$ cat config.mk
export PLATFORM = sky130hd
export DESIGN_NAME = vending_machine
export DESIGN_NICKNAME = d
export VERILOG_FILES = /design/src/rtl/vend_pkg.sv /design/src/rtl/change_dispenser.sv /design/src/rtl/credit_counter.sv /design/src/rtl/selection_decoder.sv /design/src/rtl/vend_fsm.sv /design/src/rtl/vending_machine.sv
export VERILOG_INCLUDE_DIRS = /design/src /design/src/rtl
export SDC_FILE = /design/constraint.sdc
export NUM_CORES = 1
export LEC_CHECK = 0
export ABC_AREA = 1
export BUFFER_PORTS_ARGS = -buffer_cell sky130_fd_sc_hd__buf_2
export CORE_MARGIN = 1
export CORE_UTILIZATION = 64
export CTS_CLUSTER_DIAMETER = 80
export CTS_CLUSTER_SIZE = 20
export DETAILED_ROUTE_END_ITERATION = 12
export PLACE_DENSITY_LB_ADDON = 0.08
export SYNTH_ARGS = -nofsm -noshare
export SYNTH_HDL_FRONTEND = slang
export SYNTH_SLANG_ARGS = --single-unit
export TNS_END_PERCENT = 100
$ cat constraint.sdc
create_clock -name clock -period 6.4 [get_ports clock]
set_clock_uncertainty 0.2 [all_clocks]
set_input_delay 1.28 -clock clock [delete_from_list [all_inputs] [get_ports clock]]
set_output_delay 1.28 -clock clock [all_outputs]
set_load 0.01 [all_outputs]
$ cat src/rtl/vend_consts.svh
/*
 * Vending machine constants
 * Widths, key counts, row prices and coin values in cents
 */
`ifndef VEND_CONSTS_SVH
`define VEND_CONSTS_SVH

// Datapath widths
`define VEND_MONEY_W 10
`define VEND_COIN_W  3
`define VEND_ITEM_W  5

// Keypad layout
`define VEND_ROWS 4
`define VEND_COLS 5

// Row prices in cents
`define VEND_PRICE_A 100
`define VEND_PRICE_B 125
`define VEND_PRICE_C 150
`define VEND_PRICE_D 175

// Coin codes 1 to 6, same coding in and out
`define VEND_COIN_VAL_1 1
`define VEND_COIN_VAL_2 5
`define VEND_COIN_VAL_3 10
`define VEND_COIN_VAL_4 25
`define VEND_COIN_VAL_5 50
`define VEND_COIN_VAL_6 100

`endif

$ cat src/rtl/vend_pkg.sv
/*
 * Vending machine types
 * Money, coin and item widths plus the controller states
 */
`include "vend_consts.svh"

package vend_pkg;

    typedef logic [`VEND_MONEY_W-1:0] money_t;     // Cents
    typedef logic [`VEND_COIN_W-1:0]  coin_code_t; // 0 is no coin
    typedef logic [`VEND_ITEM_W-1:0]  item_code_t; // 1 to 20, 0 is none

    typedef enum logic [1:0] {
        collecting,
        vending,
        paying_change
    } vend_state_t;

endpackage

$ cat src/rtl/change_dispenser.sv
/*
 * Change dispenser
 * Holds the amount still owed and offers the largest coin that fits.
 * Each accepted coin is subtracted; nothing is offered while loading.
 */
`timescale 1ns/1ns
`include "vend_consts.svh"

module change_dispenser (
    input  logic                 clock,
    input  logic                 reset,
    input  logic                 change_load,
    input  vend_pkg::money_t     change_amount,
    input  logic                 change_ready,
    output logic                 change_valid,
    output vend_pkg::coin_code_t change_code,
    output vend_pkg::money_t     change_left
);

    vend_pkg::money_t owed;
    vend_pkg::money_t coin_value;

    ////////////////////////////////////////////////////////////////////
    // Greedy coin pick
    ////////////////////////////////////////////////////////////////////

    always_comb begin
        if (owed >= vend_pkg::money_t'(`VEND_COIN_VAL_6)) begin
            change_code = vend_pkg::coin_code_t'(6);
            coin_value  = vend_pkg::money_t'(`VEND_COIN_VAL_6);
        end else if (owed >= vend_pkg::money_t'(`VEND_COIN_VAL_5)) begin
            change_code = vend_pkg::coin_code_t'(5);
            coin_value  = vend_pkg::money_t'(`VEND_COIN_VAL_5);
        end else if (owed >= vend_pkg::money_t'(`VEND_COIN_VAL_4)) begin
            change_code = vend_pkg::coin_code_t'(4);
            coin_value  = vend_pkg::money_t'(`VEND_COIN_VAL_4);
        end else if (owed >= vend_pkg::money_t'(`VEND_COIN_VAL_3)) begin
            change_code = vend_pkg::coin_code_t'(3);
            coin_value  = vend_pkg::money_t'(`VEND_COIN_VAL_3);
        end else if (owed >= vend_pkg::money_t'(`VEND_COIN_VAL_2)) begin
            change_code = vend_pkg::coin_code_t'(2);
            coin_value  = vend_pkg::money_t'(`VEND_COIN_VAL_2);
        end else if (owed != '0) begin
            change_code = vend_pkg::coin_code_t'(1);
            coin_value  = vend_pkg::money_t'(`VEND_COIN_VAL_1);
        end else begin
            change_code = '0;                   // Nothing owed
            coin_value  = '0;
        end
    end

    ////////////////////////////////////////////////////////////////////
    // Amount owed
    ////////////////////////////////////////////////////////////////////

    // Held off while the FSM keeps loading
    assign change_valid = (owed != '0) && !change_load;
    assign change_left  = owed;

    always_ff @(posedge clock or posedge reset) begin
        if (reset) begin
            owed <= '0;
        end else if (change_load) begin
            owed <= change_amount;
        end else if (change_valid && change_ready) begin
            owed <= owed - coin_value;
        end
    end

endmodule

$ cat src/rtl/credit_counter.sv
/*
 * Credit counter
 * Adds the value of each accepted coin to the running credit.
 * Drives coin_ready while collecting and there is room for a 100.
 */
`timescale 1ns/1ns
`include "vend_consts.svh"

module credit_counter (
    input  logic                 clock,
    input  logic                 reset,
    input  logic                 coin_valid,
    input  vend_pkg::coin_code_t coin_code,
    input  logic                 coin_enable,
    input  logic                 credit_clear,
    output logic                 coin_ready,
    output vend_pkg::money_t     credit
);

    vend_pkg::money_t coin_value;
    logic             headroom;

    // Codes 0 and 7 are worth nothing
    always_comb begin
        case (coin_code)
            3'd1:    coin_value = vend_pkg::money_t'(`VEND_COIN_VAL_1);
            3'd2:    coin_value = vend_pkg::money_t'(`VEND_COIN_VAL_2);
            3'd3:    coin_value = vend_pkg::money_t'(`VEND_COIN_VAL_3);
            3'd4:    coin_value = vend_pkg::money_t'(`VEND_COIN_VAL_4);
            3'd5:    coin_value = vend_pkg::money_t'(`VEND_COIN_VAL_5);
            3'd6:    coin_value = vend_pkg::money_t'(`VEND_COIN_VAL_6);
            default: coin_value = '0;
        endcase
    end

    // Largest coin must still fit in the counter
    assign headroom   = (32'(credit) + `VEND_COIN_VAL_6) < (1 << `VEND_MONEY_W);
    assign coin_ready = coin_enable && headroom;

    always_ff @(posedge clock or posedge reset) begin
        if (reset) begin
            credit <= '0;
        end else if (credit_clear) begin
            credit <= '0;                       // Purchase wins over a coin
        end else if (coin_valid && coin_ready) begin
            credit <= credit + coin_value;
        end
    end

endmodule

$ cat src/rtl/selection_decoder.sv
/*
 * Selection decoder
 * Maps the row and column keys to an item number and the row price.
 * The lowest pressed row and column win.
 */
`timescale 1ns/1ns
`include "vend_consts.svh"

module selection_decoder (
    input  logic [`VEND_ROWS-1:0] row_keys,
    input  logic [`VEND_COLS-1:0] col_keys,
    output logic                  key_hit,
    output vend_pkg::item_code_t  item_code,
    output vend_pkg::money_t      item_price
);

    logic [1:0] row_idx;
    logic [2:0] col_idx;

    assign key_hit = (|row_keys) && (|col_keys);

    // Lowest set bit wins
    always_comb begin
        row_idx = '0;
        for (int i = `VEND_ROWS - 1; i >= 0; i--) begin
            if (row_keys[i]) row_idx = 2'(i);
        end
    end

    always_comb begin
        col_idx = '0;
        for (int j = `VEND_COLS - 1; j >= 0; j--) begin
            if (col_keys[j]) col_idx = 3'(j);
        end
    end

    always_comb begin
        if (key_hit) begin
            item_code = vend_pkg::item_code_t'(row_idx * `VEND_COLS + col_idx + 1);
        end else begin
            item_code = '0;
        end
    end

    // One price per row
    always_comb begin
        case (row_idx)
            2'd0:    item_price = vend_pkg::money_t'(`VEND_PRICE_A);
            2'd1:    item_price = vend_pkg::money_t'(`VEND_PRICE_B);
            2'd2:    item_price = vend_pkg::money_t'(`VEND_PRICE_C);
            default: item_price = vend_pkg::money_t'(`VEND_PRICE_D);
        endcase
    end

endmodule

$ cat src/rtl/vend_fsm.sv
/*
 * Vending controller FSM
 * Collects credit, checks it against the chosen row price, holds the
 * vend request until the food sensor fires, then waits out the change.
 */
`timescale 1ns/1ns

module vend_fsm (
    input  logic                 clock,
    input  logic                 reset,
    input  logic                 key_hit,
    input  vend_pkg::item_code_t item_code,
    input  vend_pkg::money_t     item_price,
    input  vend_pkg::money_t     credit,
    input  vend_pkg::money_t     change_left,
    input  logic                 food_dispensed,
    output logic                 coin_enable,
    output logic                 credit_clear,
    output logic                 change_load,
    output vend_pkg::money_t     change_amount,
    output logic                 vend_valid,
    output vend_pkg::item_code_t food_selection,
    output vend_pkg::money_t     display
);

    vend_pkg::vend_state_t state;
    vend_pkg::vend_state_t state_next;
    logic                  buy;

    // Selection with enough credit
    assign buy = (state == vend_pkg::collecting) && key_hit && (credit >= item_price);

    ////////////////////////////////////////////////////////////////////
    // State machine
    ////////////////////////////////////////////////////////////////////

    always_comb begin
        state_next = state;
        case (state)
            vend_pkg::collecting: begin
                if (buy) state_next = vend_pkg::vending;
            end
            vend_pkg::vending: begin
                if (food_dispensed) state_next = vend_pkg::paying_change;
            end
            vend_pkg::paying_change: begin
                if (change_left == '0) state_next = vend_pkg::collecting;
            end
            default: state_next = vend_pkg::collecting;
        endcase
    end

    always_ff @(posedge clock or posedge reset) begin
        if (reset) begin
            state <= vend_pkg::collecting;
        end else begin
            state <= state_next;
        end
    end

    ////////////////////////////////////////////////////////////////////
    // Vend request
    ////////////////////////////////////////////////////////////////////

    always_ff @(posedge clock or posedge reset) begin
        if (reset) begin
            vend_valid     <= 1'b0;
            food_selection <= '0;
        end else if (buy) begin
            vend_valid     <= 1'b1;
            food_selection <= item_code;
        end else if (state == vend_pkg::vending && food_dispensed) begin
            vend_valid     <= 1'b0;             // Item has dropped
            food_selection <= '0;
        end
    end

    ////////////////////////////////////////////////////////////////////
    // Credit and change control
    ////////////////////////////////////////////////////////////////////

    // No coins taken in the cycle that spends the credit
    assign coin_enable  = (state == vend_pkg::collecting) && !buy;
    assign credit_clear = buy;

    // Change amount is held in the dispenser until the food drops
    assign change_load   = buy || (state == vend_pkg::vending);
    assign change_amount = buy ? credit - item_price : change_left;

    assign display = (state == vend_pkg::collecting) ? credit : change_left;

endmodule

$ cat src/rtl/vending_machine.sv
/*
 * Vending machine top
 * Keypad decoder, credit counter, controller FSM and change dispenser.
 */
`timescale 1ns/1ns
`include "vend_consts.svh"

module vending_machine (
    input  logic                  clock,
    input  logic                  reset,
    input  logic                  coin_valid,
    input  vend_pkg::coin_code_t  coin_code,
    output logic                  coin_ready,
    input  logic [`VEND_ROWS-1:0] row_keys,
    input  logic [`VEND_COLS-1:0] col_keys,
    output logic                  vend_valid,
    output vend_pkg::item_code_t  food_selection,
    input  logic                  food_dispensed,
    output logic                  change_valid,
    output vend_pkg::coin_code_t  change_code,
    input  logic                  change_ready,
    output vend_pkg::money_t      display
);

    logic                 key_hit;
    vend_pkg::item_code_t item_code;
    vend_pkg::money_t     item_price;
    vend_pkg::money_t     credit;
    logic                 coin_enable;
    logic                 credit_clear;
    logic                 change_load;
    vend_pkg::money_t     change_amount;
    vend_pkg::money_t     change_left;

    selection_decoder u_decoder (
        .row_keys   (row_keys),
        .col_keys   (col_keys),
        .key_hit    (key_hit),
        .item_code  (item_code),
        .item_price (item_price)
    );

    credit_counter u_credit (
        .clock        (clock),
        .reset        (reset),
        .coin_valid   (coin_valid),
        .coin_code    (coin_code),
        .coin_enable  (coin_enable),
        .credit_clear (credit_clear),
        .coin_ready   (coin_ready),
        .credit       (credit)
    );

    vend_fsm u_fsm (
        .clock (clock), .reset (reset),
        .key_hit (key_hit), .item_code (item_code), .item_price (item_price),
        .credit (credit), .change_left (change_left), .food_dispensed (food_dispensed),
        .coin_enable (coin_enable), .credit_clear (credit_clear),
        .change_load (change_load), .change_amount (change_amount),
        .vend_valid (vend_valid), .food_selection (food_selection), .display (display)
    );

    change_dispenser u_change (
        .clock         (clock),
        .reset         (reset),
        .change_load   (change_load),
        .change_amount (change_amount),
        .change_ready  (change_ready),
        .change_valid  (change_valid),
        .change_code   (change_code),
        .change_left   (change_left)
    );

endmodule

==> impl.org, run 1 <==
** Clock network
- After clock tree synthesis, the flow added hold-fix buffers numbering 0.
- Latest clock arrival within the worst-skew pair :: 280 ps
- After clock tree synthesis, the clock-pin slew on the worst setup and hold paths is around 100 ps.
- Maximum clock path buffer count :: 2
- CTS saw 28 sinks.
- TritonCTS built the clock tree.
- CTS H-tree lvls :: 1
- Gates resized during post-CTS repair numbered 0.
- In this run, CTS created clock tree buffers numbering 3.
- Clock root buffer :: sky130_fd_sc_hd__clkbuf_8
- Number of buffers inserted to repair setup after CTS :: 0

** Timing
- Setup repair after global routing left no endpoint under its margin.
- Setup violations remaining at the end of the flow were counted as 0.
- Of the available clock period, the critical path in the final layout requires 0.901.
- Worst-case hold slack :: about 290 ps
- The number of pins exceeding their max-slew limit in the final report was 0.
- Clock period minus final worst setup slack :: 5770 ps
- The count of endpoints failing hold in the final timing report is 0.
- Setup total negative slack on the finished layout was measured at 0 ps.
- Max-slew headroom at the worst pin :: 0.250
- For this run, the top clock speed supported by timing is roughly 170 MHz.
- Transition time at the pin with the least slew margin :: approximately 1100 ps

** Critical path
- Longest individual stage delay on the worst path :: about 630 ps
- The worst register-to-register path ends at u_credit.credit[9].
- Critical path type :: in2out
- The worst register-to-register path has a depth of 16.
- Together, buffers and inverters on the worst path number 6.
- WP data required :: between 4000 and 5000 ps
- Cell-by-cell trace of the critical path :: buf_2, nor3_1, inv_1, ha_1, nor2_1, inv_1, ha_1, inv_1, fa_1, inv_1, nor2_2, nand2_1, nand2_2, nand2_2, nand2_2, nand2_2, nand2_4, nor2_1, buf_2
- Slowest CP cell :: sky130_fd_sc_hd__nor3_1
- Of all nets on the critical path, the largest fanout is 18.
- Setup slack of the worst register-to-register path :: slightly above 3000 ps
- Type of origin of the critical path :: primary input
- Worst Setup End Kind :: primary output
- Worst reg2reg startpoint :: u_credit.credit[0]
- Cell class contributing the biggest share of worst-path delay :: simple AND/OR/NAND/NOR gates
- For the worst setup path, the data arrival time is ~4300 ps.

** Route
- After detailed routing, the number of vias per cell comes to between 5 and 6.
- After detailed routing, the total wire length is around 7.9 mm.
- For this block, the via count after detailed routing is roughly 3,200.
- Before antenna repair, the detailed router went through 6 iterations.
- Antenna violation net count after detailed routing :: 0
- After detailed routing, the number of remaining DRC violations is 0.
- Number of design-rule violations left by the first detailed-router iteration :: about 190
- Average wire per standard cell :: approximately 13 um

** Floorplanning
- The initialized floorplan defines 25 standard-cell rows.
- Core Area :: 4790 um2
- Initial Utilization :: 0.670
- Width of the chip :: a little over 70 um
- Pin placement for this block handled 38 I/O pins.
- The die covers about 5300 um2.
- Height of the chip :: approximately 73 um

** Logic synthesis
- The number of nets in the synthesized netlist is approximately 550.
- The cell count after synthesis came out at between 400 and 500.
- Summing every instance area after synthesis gives roughly 3200 um2.
- Yosys reg bits :: 28
- The netlist uses 36 different library cells.
- Synthesized area per cell :: between 6 and 7 um2
- Of the synthesized area, sequential elements account for 0.219.
- Synthesis Warnings :: 0

** Layout
- The library cells used most frequently in the layout, excluding fill and tap cells, are 154 x sky130_fd_sc_hd__nand2_1, 63 x sky130_fd_sc_hd__inv_1, 48 x sky130_fd_sc_hd__nor2_1.
- The library cell used most frequently in the layout, excluding fill and tap cells, is sky130_fd_sc_hd__nand2_1.
- The repair_antennas step left the layout with diodes totalling 0.
- In the final layout, flip-flops and latches occupy approximately 700 um2.
- For this run, the post-layout net count is a little under 600.
- Of the cells placed in the final design, the portion with a size suffix greater than 1 is 0.127.
- Excluding fillers, the count of instances in the completed layout stands at roughly 600.
- The area growth from synthesis to layout is 7.93%.
- The multi-input combinational cells in the finished layout cover a total of 2170 um2.
- Fill cell count :: around 410
- Finished Cell Area :: between 3000 and 4000 um2

** GRT
- Overall overflow remaining after global route :: 0
- The first global-routing pass estimated between 10 and 15 mm of wire.
- In the global route stage, overall resource usage came out at 0.309.
- The via count of the first global-routing pass came to between 2,000 and 3,000.
- Entering global routing, the biggest net connects 29 pins.
- Number of antenna violations at the first check in global routing :: 0

** Pwr
- In this run the static leakage power is 1.99 nW.
- Power per cell area :: 516 nW/um2
- Peak supply drop :: around 0.28 mV

** Place
- After detailed placement, the design holds a cell count of slightly below 600.
- DPL Wire Length :: about 6.3 mm
- In this run the cell area measured after placement is ~3400 um2.
- Global placement routability congestion :: just under 1
- Port buffering added 37 buffers.

** Worst hold path
- Hold path depth :: 2
- Min-Delay Startpoint :: u_fsm.vend_valid
- The worst hold path belongs to the class reg2reg.
- End of the worst hold path :: u_fsm.vend_valid

** Job
- Max-cap violations in this run came to 0.

** Status
- Status :: complete, no violations
-- flip-flops by register name (all words and copies together), names as in the netlist --
name	count
u_change.change_left	10
u_fsm.vend_valid	1
u_fsm.food_selection	5
u_credit.credit	10
u_fsm.state	2
-- metrics by stage --
step / total power [mW] / worst slack (ps) / utilization
after floorplan: 1.36 / 1320 / -
after global placement: 1.61 / 895 / 0.711
after detailed placement: 1.64 / 660 / 0.711
after CTS: 1.77 / 645 / 0.723
after global routing: 1.96 / 450 / 0.723
final: 1.78 / 634 / 0.723
-- final cells by class --
| type | instances | share of cell area |
|---|---|---|
| clock buffers | 4 | 0.0159 |
| inverters | 66 | 0.0716 |
| multi-input cells | 391 | 0.628 |
| flip-flops and latches | 28 | 0.203 |
| well taps | 67 | 0.0242 |
| repair buffers | 39 | 0.0579 |
-- per-layer routing --
metal | track usage | up-vias | wire length [um] | share of wire
met2 | 0.548 | 93 | 3900 | 0.49
met4 | 0.0937 | 0 | 80 | 0.010
met1 | 0.398 | 1479 | 3610 | 0.46
li1 | - | 1653 | - | -
met5 | 0 | - | 0 | 0
met3 | 0.0290 | 8 | 332 | 0.042
-- power by group --
part	internal (mW)	switching, mW	total [mW]
Sequential	0.256	0.101	0.357
Clock	0.0553	0.0601	0.115
Combinational	0.478	0.833	1.31
Total	0.789	0.994	1.78
-- worst max-delay path by stage --
stage / startpoint / to / slack (ps) / cells past startpoint
CTS: row_keys[1] / change_valid / 640 / 19
global placement: row_keys[1] / change_valid / 900 / 18
detailed placement: row_keys[1] / change_valid / 660 / 19
finish: row_keys[1] / change_valid / 630 / 19
global route: row_keys[1] / change_valid / 450 / 19
floorplan: row_keys[1] / change_valid / 1320 / 18
-- cells in the mapped netlist --
cell type / instances / area share
sky130_fd_sc_hd__nand2_4: 2 / 0.0070
sky130_fd_sc_hd__o2111ai_1: 1 / 0.0027
sky130_fd_sc_hd__o21ai_1: 2 / 0.0031
sky130_fd_sc_hd__nand2_2: 11 / 0.021
sky130_fd_sc_hd__o21a_1: 1 / 0.0023
sky130_fd_sc_hd__nor3_1: 6 / 0.0094
sky130_fd_sc_hd__nand2_1: 154 / 0.18
sky130_fd_sc_hd__a21oi_2: 1 / 0.0027
sky130_fd_sc_hd__a22oi_1: 1 / 0.0023
sky130_fd_sc_hd__inv_2: 3 / 0.0035
sky130_fd_sc_hd__a21oi_1: 20 / 0.031
sky130_fd_sc_hd__o21bai_1: 3 / 0.0070
sky130_fd_sc_hd__buf_2: 1 / 0.0016
sky130_fd_sc_hd__a31oi_1: 1 / 0.0020
sky130_fd_sc_hd__buf_6: 4 / 0.014
sky130_fd_sc_hd__nor2_2: 3 / 0.0059
sky130_fd_sc_hd__ha_1: 32 / 0.12
sky130_fd_sc_hd__inv_1: 63 / 0.074
sky130_fd_sc_hd__xor2_1: 9 / 0.025
sky130_fd_sc_hd__o21ai_0: 28 / 0.044
sky130_fd_sc_hd__mux2_2: 1 / 0.0035
sky130_fd_sc_hd__o31ai_4: 1 / 0.0066
sky130_fd_sc_hd__dfrtp_1: 28 / 0.22
sky130_fd_sc_hd__fa_1: 4 / 0.025
sky130_fd_sc_hd__buf_12: 1 / 0.0062
sky130_fd_sc_hd__xnor2_1: 6 / 0.016
sky130_fd_sc_hd__nand3_1: 40 / 0.062
sky130_fd_sc_hd__or2_2: 1 / 0.0020
sky130_fd_sc_hd__buf_4: 1 / 0.0023
sky130_fd_sc_hd__nand4_1: 8 / 0.016
sky130_fd_sc_hd__a21boi_0: 1 / 0.0023
sky130_fd_sc_hd__nand3b_1: 4 / 0.0094
sky130_fd_sc_hd__nor2_1: 48 / 0.056
sky130_fd_sc_hd__a211oi_1: 1 / 0.0023
sky130_fd_sc_hd__clkbuf_1: 2 / 0.0023
sky130_fd_sc_hd__a311oi_2: 1 / 0.0047
-- cells by family after synthesis --
family,Yosys count,share of synthesized area
xor+xnor,15,0.0410
simple gates,277,0.370
fa+ha+maj,36,0.150
mux,1,0.00351
buf+inv,75,0.104
compound gates,62,0.113
flops,28,0.219
-- tightest hold or removal path: cells and delay by family (launching register included) --
kind / cells / cell delay, ps
DFF: 1 / 350
and+or+nand+nor: 2 / 100
No activity file was read; power rests on OpenSTA's default activity.
==> run 2, diff against run 1 <==
--- a/config.mk
+++ b/config.mk
@@ -9,12 +9,13 @@
 export ABC_AREA = 1
 export BUFFER_PORTS_ARGS = -buffer_cell sky130_fd_sc_hd__buf_2
 export CORE_MARGIN = 1
-export CORE_UTILIZATION = 64
+export CORE_UTILIZATION = 65
 export CTS_CLUSTER_DIAMETER = 80
 export CTS_CLUSTER_SIZE = 20
 export DETAILED_ROUTE_END_ITERATION = 12
 export PLACE_DENSITY_LB_ADDON = 0.08
 export SYNTH_ARGS = -nofsm -noshare
 export SYNTH_HDL_FRONTEND = slang
+export SYNTH_HIERARCHICAL = 1
 export SYNTH_SLANG_ARGS = --single-unit
 export TNS_END_PERCENT = 100
==> run 2 against run 1 <==
  * Sequential share of layout area shrank 2.9 points
  * Synthesized area grew 17%
  * Power is 11% higher
  * Die area is 15% higher
  * Cell count up 21%
  * Via count up 22%
  * Highest routed layer unchanged
  * Largest cell class unchanged
==> impl.org, run 2 <==
** Route
- The mean number of vias per cell was 5.47 (was 5.43).
- DRC violations left :: 0 (unchanged)
- The wire length on met3 was 453 um (was 332 um).
- Met2 WL :: 4.60 mm (was 3.90 mm)
- Average wire per standard cell :: 12.7 um (was 13.3 um)
- The routed via count is 3,945 (was 3,233).
- DRT met1 WL :: 3.92 mm (was 3.61 mm)
- The first-pass iteration count of the detailed router is 5 (was 6).
- Number of design-rule violations left by the first detailed-router iteration :: 279 (was 191)
- Routed WL :: 9.16 mm (was 7.93 mm)
- The topmost layer with routed signal wires was met4 (unchanged).
- The number of routed nets with antenna violations came to 0 (unchanged).

** Clock network
- Number of cells upsized or downsized after cts :: 0 (unchanged)
- The count of H-tree levels built during CTS is 1 (unchanged).
- Number of buffers added to fix hold violations after cts :: 0 (unchanged)
- The number of buffers created by CTS was 3 (unchanged).
- The clock-pin slew reported for the worst setup and hold paths after clock tree synthesis was 90 ps (was 100 ps).
- Latest clock arrival within the worst-skew pair :: 280 ps (about the same)
- Clock root buffer :: sky130_fd_sc_hd__clkbuf_8 (unchanged)
- The TritonCTS clock tree was yes (unchanged).
- Maximum clock path buffer count :: 2 (unchanged)
- The number of setup buffers added after CTS is 0 (unchanged).
- Number of sinks on the clock net :: 28 (unchanged)

** Job
- The reported max-cap violation count was 0 (unchanged).

** Place
- Global placement routability congestion :: 0.931 (was 0.987)
- Number of input and output port buffers inserted :: 37 (unchanged)
- DPL Wire Length :: 7.51 mm (was 6.32 mm)
- The worst setup slack before clock tree synthesis was 806 ps (was 660 ps).

** Pwr
- The switching share of total power came to 0.567 (was 0.557).
- The power per unit of standard cell area came to 491 nW/um2 (was 516 nW/um2).
- The worst supply voltage drop on vdd came to 0.291 mV (was 0.276 mV).
- Proportion of power drawn by the clock network :: 0.071 (was 0.065)
- The relative contribution of combinational cells to total power came to 0.724 (was 0.735).
- Reported leakage power :: 2.39 nW (was 1.99 nW)
- The internal power is 0.856 mW (was 0.789 mW).
- The proportion of power drawn by flip-flops and latches came to 0.205 (was 0.200).
- Switching power summed over all nets :: 1.12 mW (was 0.994 mW)

** Critical path
- The family of cells with the greatest summed delay on the critical path was simple AND/OR/NAND/NOR gates (unchanged).
- In this design, the critical path's most frequently occurring cell is sky130_fd_sc_hd__nand2_1.
- Cell-by-cell trace of the critical path: buf_2, nor2_2, nand2_1, inv_1, ha_1, inv_1, nand2_1, inv_1, ha_1, nand2_1, inv_1, nand2_1, nor2_1, nor2_1, nand2_4, nand2_4, nand2_1, nor2_1, buf_2 (was buf_2, nor3_1, inv_1, ha_1, nor2_1, inv_1, ha_1, inv_1, fa_1, inv_1, nor2_2, nand2_1, nand2_2, nand2_2, nand2_2, nand2_2, nand2_4, nor2_1, buf_2).
- Longest individual stage delay on the worst path :: 370 ps (was 630 ps)
- Signal arrival time at the worst endpoint :: 4150 ps (was 4290 ps)
- The slowest cell on the critical path is sky130_fd_sc_hd__nand2_1 (was sky130_fd_sc_hd__nor3_1).
- Buffers and inverters on the worst path :: 6 (unchanged)
- The launching element type of the critical path was a primary input (unchanged).
- Worst Setup End Kind :: primary output (unchanged)
- Critical path type :: in2out (unchanged)
- Number of cells on the worst reg-to-reg path :: 15 (was 16)
- WP data required :: 4920 ps (about the same)
- Destination of the worst register-to-register timing path :: u_change/change_left[3] (was u_credit.credit[9])
- The critical-path maximum fanout came to 25 (was 18).
- The slack of the worst reg-to-reg path came to 3220 ps (was 3090 ps).
- CP startpoint :: row_keys[0] (was row_keys[1])
- Worst reg2reg startpoint :: u_credit/credit[0] (was u_credit.credit[0])

** Timing
- Final WS setup :: 769 ps (was 634 ps)
- Maximum operating frequency :: 178 MHz (was 173 MHz)
- Accumulated negative setup slack :: 0 ps (unchanged)
- Final critical-path share of the clock period :: 0.880 (was 0.901)
- Clock period minus final worst setup slack :: 5630 ps (was 5770 ps)
- Setup repair after global routing missed its margin: false (unchanged).
- Final Hold Vio Count :: 0 (unchanged)
- The number of pins exceeding their max-slew limit in the final report is 0 (unchanged).
- The number of setup violations in the final report was 0 (unchanged).

** Logic synthesis
- Synthesis Warnings :: 6 (was 0)
- Synthesized area per cell :: 6.08 um2 (was 6.49 um2)
- Count of mapped cells out of synthesis :: 616 (was 494)
- The post-synthesis cell area came to 3740 um2 (was 3200 um2).
- Number of different library cells in the post-synthesis netlist :: 38 (was 36)
- The proportion of synthesized flip-flops having asynchronous set or reset was 1.00 (unchanged).
- Seq/Total Area, Yosys :: 0.187 (was 0.219)
- The predominant post-synthesis flop cell is sky130_fd_sc_hd__dfrtp_1 (unchanged).
- Main area contributors after synthesis: sky130_fd_sc_hd__nand2_1 21%, sky130_fd_sc_hd__dfrtp_1 19%, sky130_fd_sc_hd__inv_1 11% (was sky130_fd_sc_hd__dfrtp_1 22%, sky130_fd_sc_hd__nand2_1 18%, sky130_fd_sc_hd__ha_1 12%).
- Post-synth top area share :: 0.209 (was 0.219)
- The register bit total from synthesis came to 28 (unchanged).
- Commonest cells post-synth: 208 x sky130_fd_sc_hd__nand2_1, 108 x sky130_fd_sc_hd__inv_1, 58 x sky130_fd_sc_hd__nand3_1, 43 x sky130_fd_sc_hd__nor2_1, 30 x sky130_fd_sc_hd__ha_1 (was 154 x sky130_fd_sc_hd__nand2_1, 63 x sky130_fd_sc_hd__inv_1, 48 x sky130_fd_sc_hd__nor2_1, 40 x sky130_fd_sc_hd__nand3_1, 32 x sky130_fd_sc_hd__ha_1).
- The count of flip-flops with a built-in enable after synthesis was 0 (unchanged).
- Most used standard cell by instance count after synthesis :: sky130_fd_sc_hd__nand2_1 (unchanged)
- The library cell occupying the most area in the post-synthesis netlist is sky130_fd_sc_hd__nand2_1 (was sky130_fd_sc_hd__dfrtp_1).

** Layout
- The number of antenna repair diodes is 0 (unchanged).
- The share of layout cells above drive strength 1 came to 0.159 (was 0.127).
- The most common library cell in the layout ignoring fill and taps is sky130_fd_sc_hd__nand2_1 (unchanged).
- Commonest cells after routing, fill and taps aside: 208 x sky130_fd_sc_hd__nand2_1, 108 x sky130_fd_sc_hd__inv_1, 58 x sky130_fd_sc_hd__nand3_1 (was 154 x sky130_fd_sc_hd__nand2_1, 63 x sky130_fd_sc_hd__inv_1, 48 x sky130_fd_sc_hd__nor2_1).
- Area grow syn2layout :: 7.56% (was 7.93%)
- Final-stage net count :: 701 (was 582)

** Worst hold path
- End of the worst hold path :: u_fsm/vend_valid (was u_fsm.vend_valid)
- The path type of the worst min-delay path was reg2reg (unchanged).
- The start point of the worst hold path is u_fsm/vend_valid (was u_fsm.vend_valid).
- The count of cells along the worst hold path was 2 (unchanged).

** GRT
- The initial antenna violation count is 0 (unchanged).
- The remaining global-route overflow was 0 (unchanged).
- Global-route wire length before repair :: 16.2 mm (was 12.7 mm)
- The overall global routing resource usage was 0.330 (was 0.309).
- Pin count of the biggest net entering global routing :: 26 (was 29)
- The via count of the first global-routing pass is 3,760 (was 2,856).

** Floorplanning
- The top-level I/O count came to 38 (unchanged).
- The area of the die is 6060 um2 (was 5290 um2).
- Initial Utilization :: 0.675 (was 0.670)
- Core Rows :: 27 (was 25)
- Width of the chip :: 77.9 um (was 72.8 um)
- The core region area was 5540 um2 (was 4790 um2).
- The y dimension of the die came to 77.9 um (was 72.8 um).

** Status
- Status :: complete, no violations (unchanged)
==> run 2: cell type report <==
cell class                      instances  area [um2]
Tap cell                               72        90.1
Timing Repair Buffer                   37         185
Inverter                              122         458
Multi-Input combinational cell        458        2520
Clock inverter                          1        30.0
Sequential cell                        28         701
Fill cell                             495        1520
Clock buffer                            3        41.3
==> run 2: routing by layer <==
| layer | track usage | vias to the layer above |
|---|---|---|
| met5 | 0 | - |
| met4 | 0.0906 | 0 |
| met3 | 0.0235 | 20 |
| met2 | 0.612 | 138 |
| met1 | 0.406 | 1811 |
| li1 | - | 1976 |
==> run 2: cell families (layout without fill, tap and decap cells) <==
kind of cell               after synthesis  count (layout)  share of synthesized area
adders and majority gates               34              34                      0.122
AOI/OAI and AO/OA                       52              52                     0.0933
other                                    2               3                    0.00201
buffers and inverters                  131             163                      0.140
xor gates and xnor gates                 9               9                     0.0211
and+or+nand+nor                        360             360                      0.434
DFF                                     28              28                      0.187
==> run 2: how the worst max path moves through the flow <==
stage | endpoint | slack (ps) | cells past startpoint
4_1_cts | change_valid | 800 | 19
2_1_floorplan | change_valid | 1200 | 20
3_5_place_dp | change_valid | 810 | 19
3_3_place_gp | change_valid | 970 | 19
5_1_grt | change_valid | 470 | 19
6_report | change_valid | 770 | 19
==> run 2: through the flow <==
stage | instances | area [um2] | util | hold slack, ps | power [mW]
after floorplan | 617 | 3750 | - | 290 | 1.46
after CTS | 721 | 4030 | 0.727 | 294 | 1.96
after global routing | 721 | 4030 | 0.727 | 330 | 2.19
after detailed placement | 717 | 3950 | 0.714 | 270 | 1.81
final | 721 | 4030 | 0.727 | 291 | 1.98
after global placement | 717 | 3950 | 0.714 | 263 | 1.77
==> run 2: power groups by stage <==
| stage | combinational (mW) | clock [mW] | sequential, mW |
|---|---|---|---|
| 6_report | 1.43 | 0.140 | 0.406 |
| 5_1_grt | 1.63 | 0.147 | 0.415 |
| 4_1_cts | 1.41 | 0.141 | 0.403 |
| 3_5_place_dp | 1.41 | 0 | 0.408 |
| 3_3_place_gp | 1.36 | 0 | 0.405 |
| 2_1_floorplan | 1.11 | 0 | 0.356 |
==> run 2: tightest hold or removal path, cell delays in order (launching register included) <==
cell                      delay [ps]
sky130_fd_sc_hd__dfrtp_1         350
sky130_fd_sc_hd__nand2_1          50
sky130_fd_sc_hd__nand2_1          60
==> run 3, diff against run 2 <==
--- a/config.mk
+++ b/config.mk
@@ -7,13 +7,14 @@
 export NUM_CORES = 1
 export LEC_CHECK = 0
 export ABC_AREA = 1
-export BUFFER_PORTS_ARGS = -buffer_cell sky130_fd_sc_hd__buf_2
+export BUFFER_PORTS_ARGS = -buffer_cell sky130_fd_sc_hd__buf_4
 export CORE_MARGIN = 1
 export CORE_UTILIZATION = 65
 export CTS_CLUSTER_DIAMETER = 80
 export CTS_CLUSTER_SIZE = 20
 export DETAILED_ROUTE_END_ITERATION = 12
 export PLACE_DENSITY_LB_ADDON = 0.08
+export REMOVE_ABC_BUFFERS = 1
 export SYNTH_ARGS = -nofsm -noshare
 export SYNTH_HDL_FRONTEND = slang
 export SYNTH_HIERARCHICAL = 1
==> run 3 against run 2 <==
  * Sequential power about the same
  * Power up 2.1%
  * Fmax about the same
  * Highest routed layer unchanged
==> impl.org, run 3 (synthesis results as in run 2) <==
** Timing
- The maximum achievable frequency was 178 MHz (about the same).
- The count of endpoints failing hold in the final timing report was 0 (unchanged).
- Final WS setup :: 774 ps (was 769 ps)
- The number of pins exceeding their max-slew limit in the final report was 0 (unchanged).
- The post-route clock period utilization is 0.879 (was 0.880).
- Clock period minus final worst setup slack :: 5630 ps (about the same)
- Setup repair after global routing missed its margin :: false (unchanged)
- The summed negative setup slack over all endpoints came to 0 ps (unchanged).
- Worst-case hold slack :: 294 ps (was 291 ps)
- Final setup violation count :: 0 (unchanged)

** Place
- Global placement routability congestion :: 0.965 (was 0.931)
- Worst slack after detailed placement :: 781 ps (was 806 ps)
- The detailed placer's ending HPWL was 7.50 mm (was 7.51 mm).
- Number of input and output port buffers inserted :: 37 (unchanged)

** Pwr
- The switching share of total power is 0.556 (was 0.567).
- Proportion of power drawn by the clock network :: 0.071 (about the same)
- The power per unit of standard cell area came to 491 nW/um2 (about the same).
- Internal portion of total power :: 0.897 mW (was 0.856 mW)
- The relative contribution of combinational cells to total power is 0.728 (was 0.724).
- Switching power summed over all nets :: 1.12 mW (about the same)
- Relative contribution of sequential cells to total power :: 0.201 (was 0.205)
- Reported leakage power :: 2.42 nW (was 2.39 nW)
- The worst supply voltage drop on vdd came to 0.283 mV (was 0.291 mV).
- The total power consumption of the routed design is 2.02 mW (was 1.98 mW).

** Route
- The mean number of vias per cell is 5.38 (was 5.47).
- Router iterations before antenna repair :: 7 (was 5)
- The routed via count was 3,879 (was 3,945).
- The number of DRC markers after the initial detailed-route iteration is 304 (was 279).
- DRC violations left :: 0 (unchanged)
- The number of routed nets with antenna violations came to 0 (unchanged).
- The wire length per cell after detailed routing is 12.9 um (was 12.7 um).
- The final routed wirelength across all metal layers is 9.28 mm (was 9.16 mm).

** Status
- Status :: complete, no violations (unchanged)

** GRT
- The initial antenna violation count was 0 (unchanged).
- The first-pass GRT wire length was 15.6 mm (was 16.2 mm).
- The maximum number of pins on one net before global-route repair is 26 (unchanged).
- The via count of the first global-routing pass came to 3,630 (was 3,760).
- Total global routing track utilization :: 0.322 (was 0.330)
- The remaining global-route overflow was 0 (unchanged).

** Floorplanning
- The horizontal die dimension is 77.9 um (unchanged).
- Core Area :: 5540 um2 (unchanged)
- The area of the die is 6060 um2 (unchanged).
- Initial Utilization :: 0.675 (unchanged)
- The y dimension of the die was 77.9 um (unchanged).
- Total I/O pin count :: 38 (unchanged)
- Core Rows :: 27 (unchanged)

** Clock network
- CTS tree :: yes (unchanged)
- The number of setup buffers added after CTS is 0 (unchanged).
- Number of sinks on the clock net :: 28 (unchanged)
- Maximum clock path buffer count :: 2 (unchanged)
- Clock root buffer :: sky130_fd_sc_hd__clkbuf_8 (unchanged)
- The number of buffers created by CTS was 3 (unchanged).
- The number of hold-repair buffers added at the cts stage came to 0 (unchanged).
- The post-cts sizing count was 0 (unchanged).
- CTS H-tree lvls :: 1 (unchanged)
- The clock-pin slew reported for the worst setup and hold paths after clock tree synthesis came to 100 ps (was 90 ps).
- The clock latency on the worst-skew pair is 280 ps (about the same).

** Layout
- Number of antenna diodes :: 0 (unchanged)
- The share of layout cells above drive strength 1 came to 0.159 (unchanged).
- The area growth from synthesis to final layout is 10.0% (was 7.56%).
- The number of nets in the layout was 701 (unchanged).
- The most common library cell in the layout ignoring fill and taps is sky130_fd_sc_hd__nand2_1 (unchanged).
- Finished Core Util :: 0.743 (was 0.727)
- The count of fill cells added during filler insertion was 491 (was 495).
- Commonest cells after routing, fill and taps aside: 208 x sky130_fd_sc_hd__nand2_1, 108 x sky130_fd_sc_hd__inv_1, 58 x sky130_fd_sc_hd__nand3_1 (unchanged).

** Critical path
- The category of the worst setup path capture point was a primary output (unchanged).
- WP data required :: 4920 ps (about the same)
- The launching element type of the critical path is a primary input (unchanged).
- Biggest fanout along the worst timing path :: 25 (unchanged)
- The data arrival time at the worst-slack endpoint was 4150 ps (about the same).
- The critical path class was in2out (unchanged).

** Worst hold path
- Hold Crit Class :: reg2reg (unchanged)

** Job
- Max cap viols :: 0 (unchanged)
==> run 3: cell count changes in the layout (fill, tap and decap cells not counted) <==
| cell | before | now |
|---|---|---|
| sky130_fd_sc_hd__buf_2 | 37 | 0 |
| sky130_fd_sc_hd__buf_4 | 0 | 37 |
==> run 3: power groups by stage <==
stage               Combinational, mW  Sequential (mW)  Clock, mW
finish                           1.47            0.405      0.144
global route                     1.66            0.415      0.152
CTS                              1.45            0.402      0.145
detailed placement               1.44            0.407          0
global placement                 1.40            0.402          0
floorplan                        1.09            0.356          0
==> run 3: final timing paths <==
kind / from / endpoint / slack [ps] / cells past startpoint
max: row_keys[0] / change_valid / 770 / 19
max reg2reg: u_credit/credit[0] / u_change/change_left[3] / 3220 / 15
max in group asynchronous: reset / u_change/change_left[0] / 4900 / 2
min in group asynchronous: reset / u_fsm/state[0] / 780 / 2
min reg2reg: u_fsm/vend_valid / u_fsm/vend_valid / 290 / 2
min: u_fsm/vend_valid / u_fsm/vend_valid / 290 / 2
==> run 3: area by class of cell <==
cell class | count | area, um2 | share of cell area
Inverter | 122 | 458 | 0.111
Clock inverter | 1 | 30.0 | 0.00729
Timing Repair Buffer | 37 | 278 | 0.0675
Clock buffer | 3 | 41.3 | 0.0100
Sequential cell | 28 | 701 | 0.170
Multi-Input combinational cell | 458 | 2520 | 0.612
Tap cell | 72 | 90.1 | 0.0219
==> run 3: stage by stage <==
stage / cell area (um2) / cells
finish: 4120 / 721
global route: 4120 / 721
CTS: 4120 / 721
global placement: 4050 / 717
floorplan: 3680 / 608
detailed placement: 4050 / 717
==> run 3: worst max-delay path: stages <==
cell	delay, ps
sky130_fd_sc_hd__buf_4	130
sky130_fd_sc_hd__nor2_2	160
sky130_fd_sc_hd__nand2_1	110
sky130_fd_sc_hd__inv_1	150
sky130_fd_sc_hd__ha_1	160
sky130_fd_sc_hd__inv_1	30
sky130_fd_sc_hd__nand2_1	120
sky130_fd_sc_hd__inv_1	70
sky130_fd_sc_hd__ha_1	350
sky130_fd_sc_hd__nand2_1	120
sky130_fd_sc_hd__inv_1	60
sky130_fd_sc_hd__nand2_1	60
sky130_fd_sc_hd__nor2_1	40
sky130_fd_sc_hd__nor2_1	180
sky130_fd_sc_hd__nand2_4	110
sky130_fd_sc_hd__nand2_4	250
sky130_fd_sc_hd__nand2_1	380
sky130_fd_sc_hd__nor2_1	210
sky130_fd_sc_hd__buf_4	140
==> run 3: routing by layer <==
layer,vias to the layer above,share of wire,track usage
met4,0,0.021,0.123
met3,19,0.049,0.0271
met5,-,0,0
li1,1976,-,-
met1,1760,0.42,0.377
met2,124,0.51,0.604
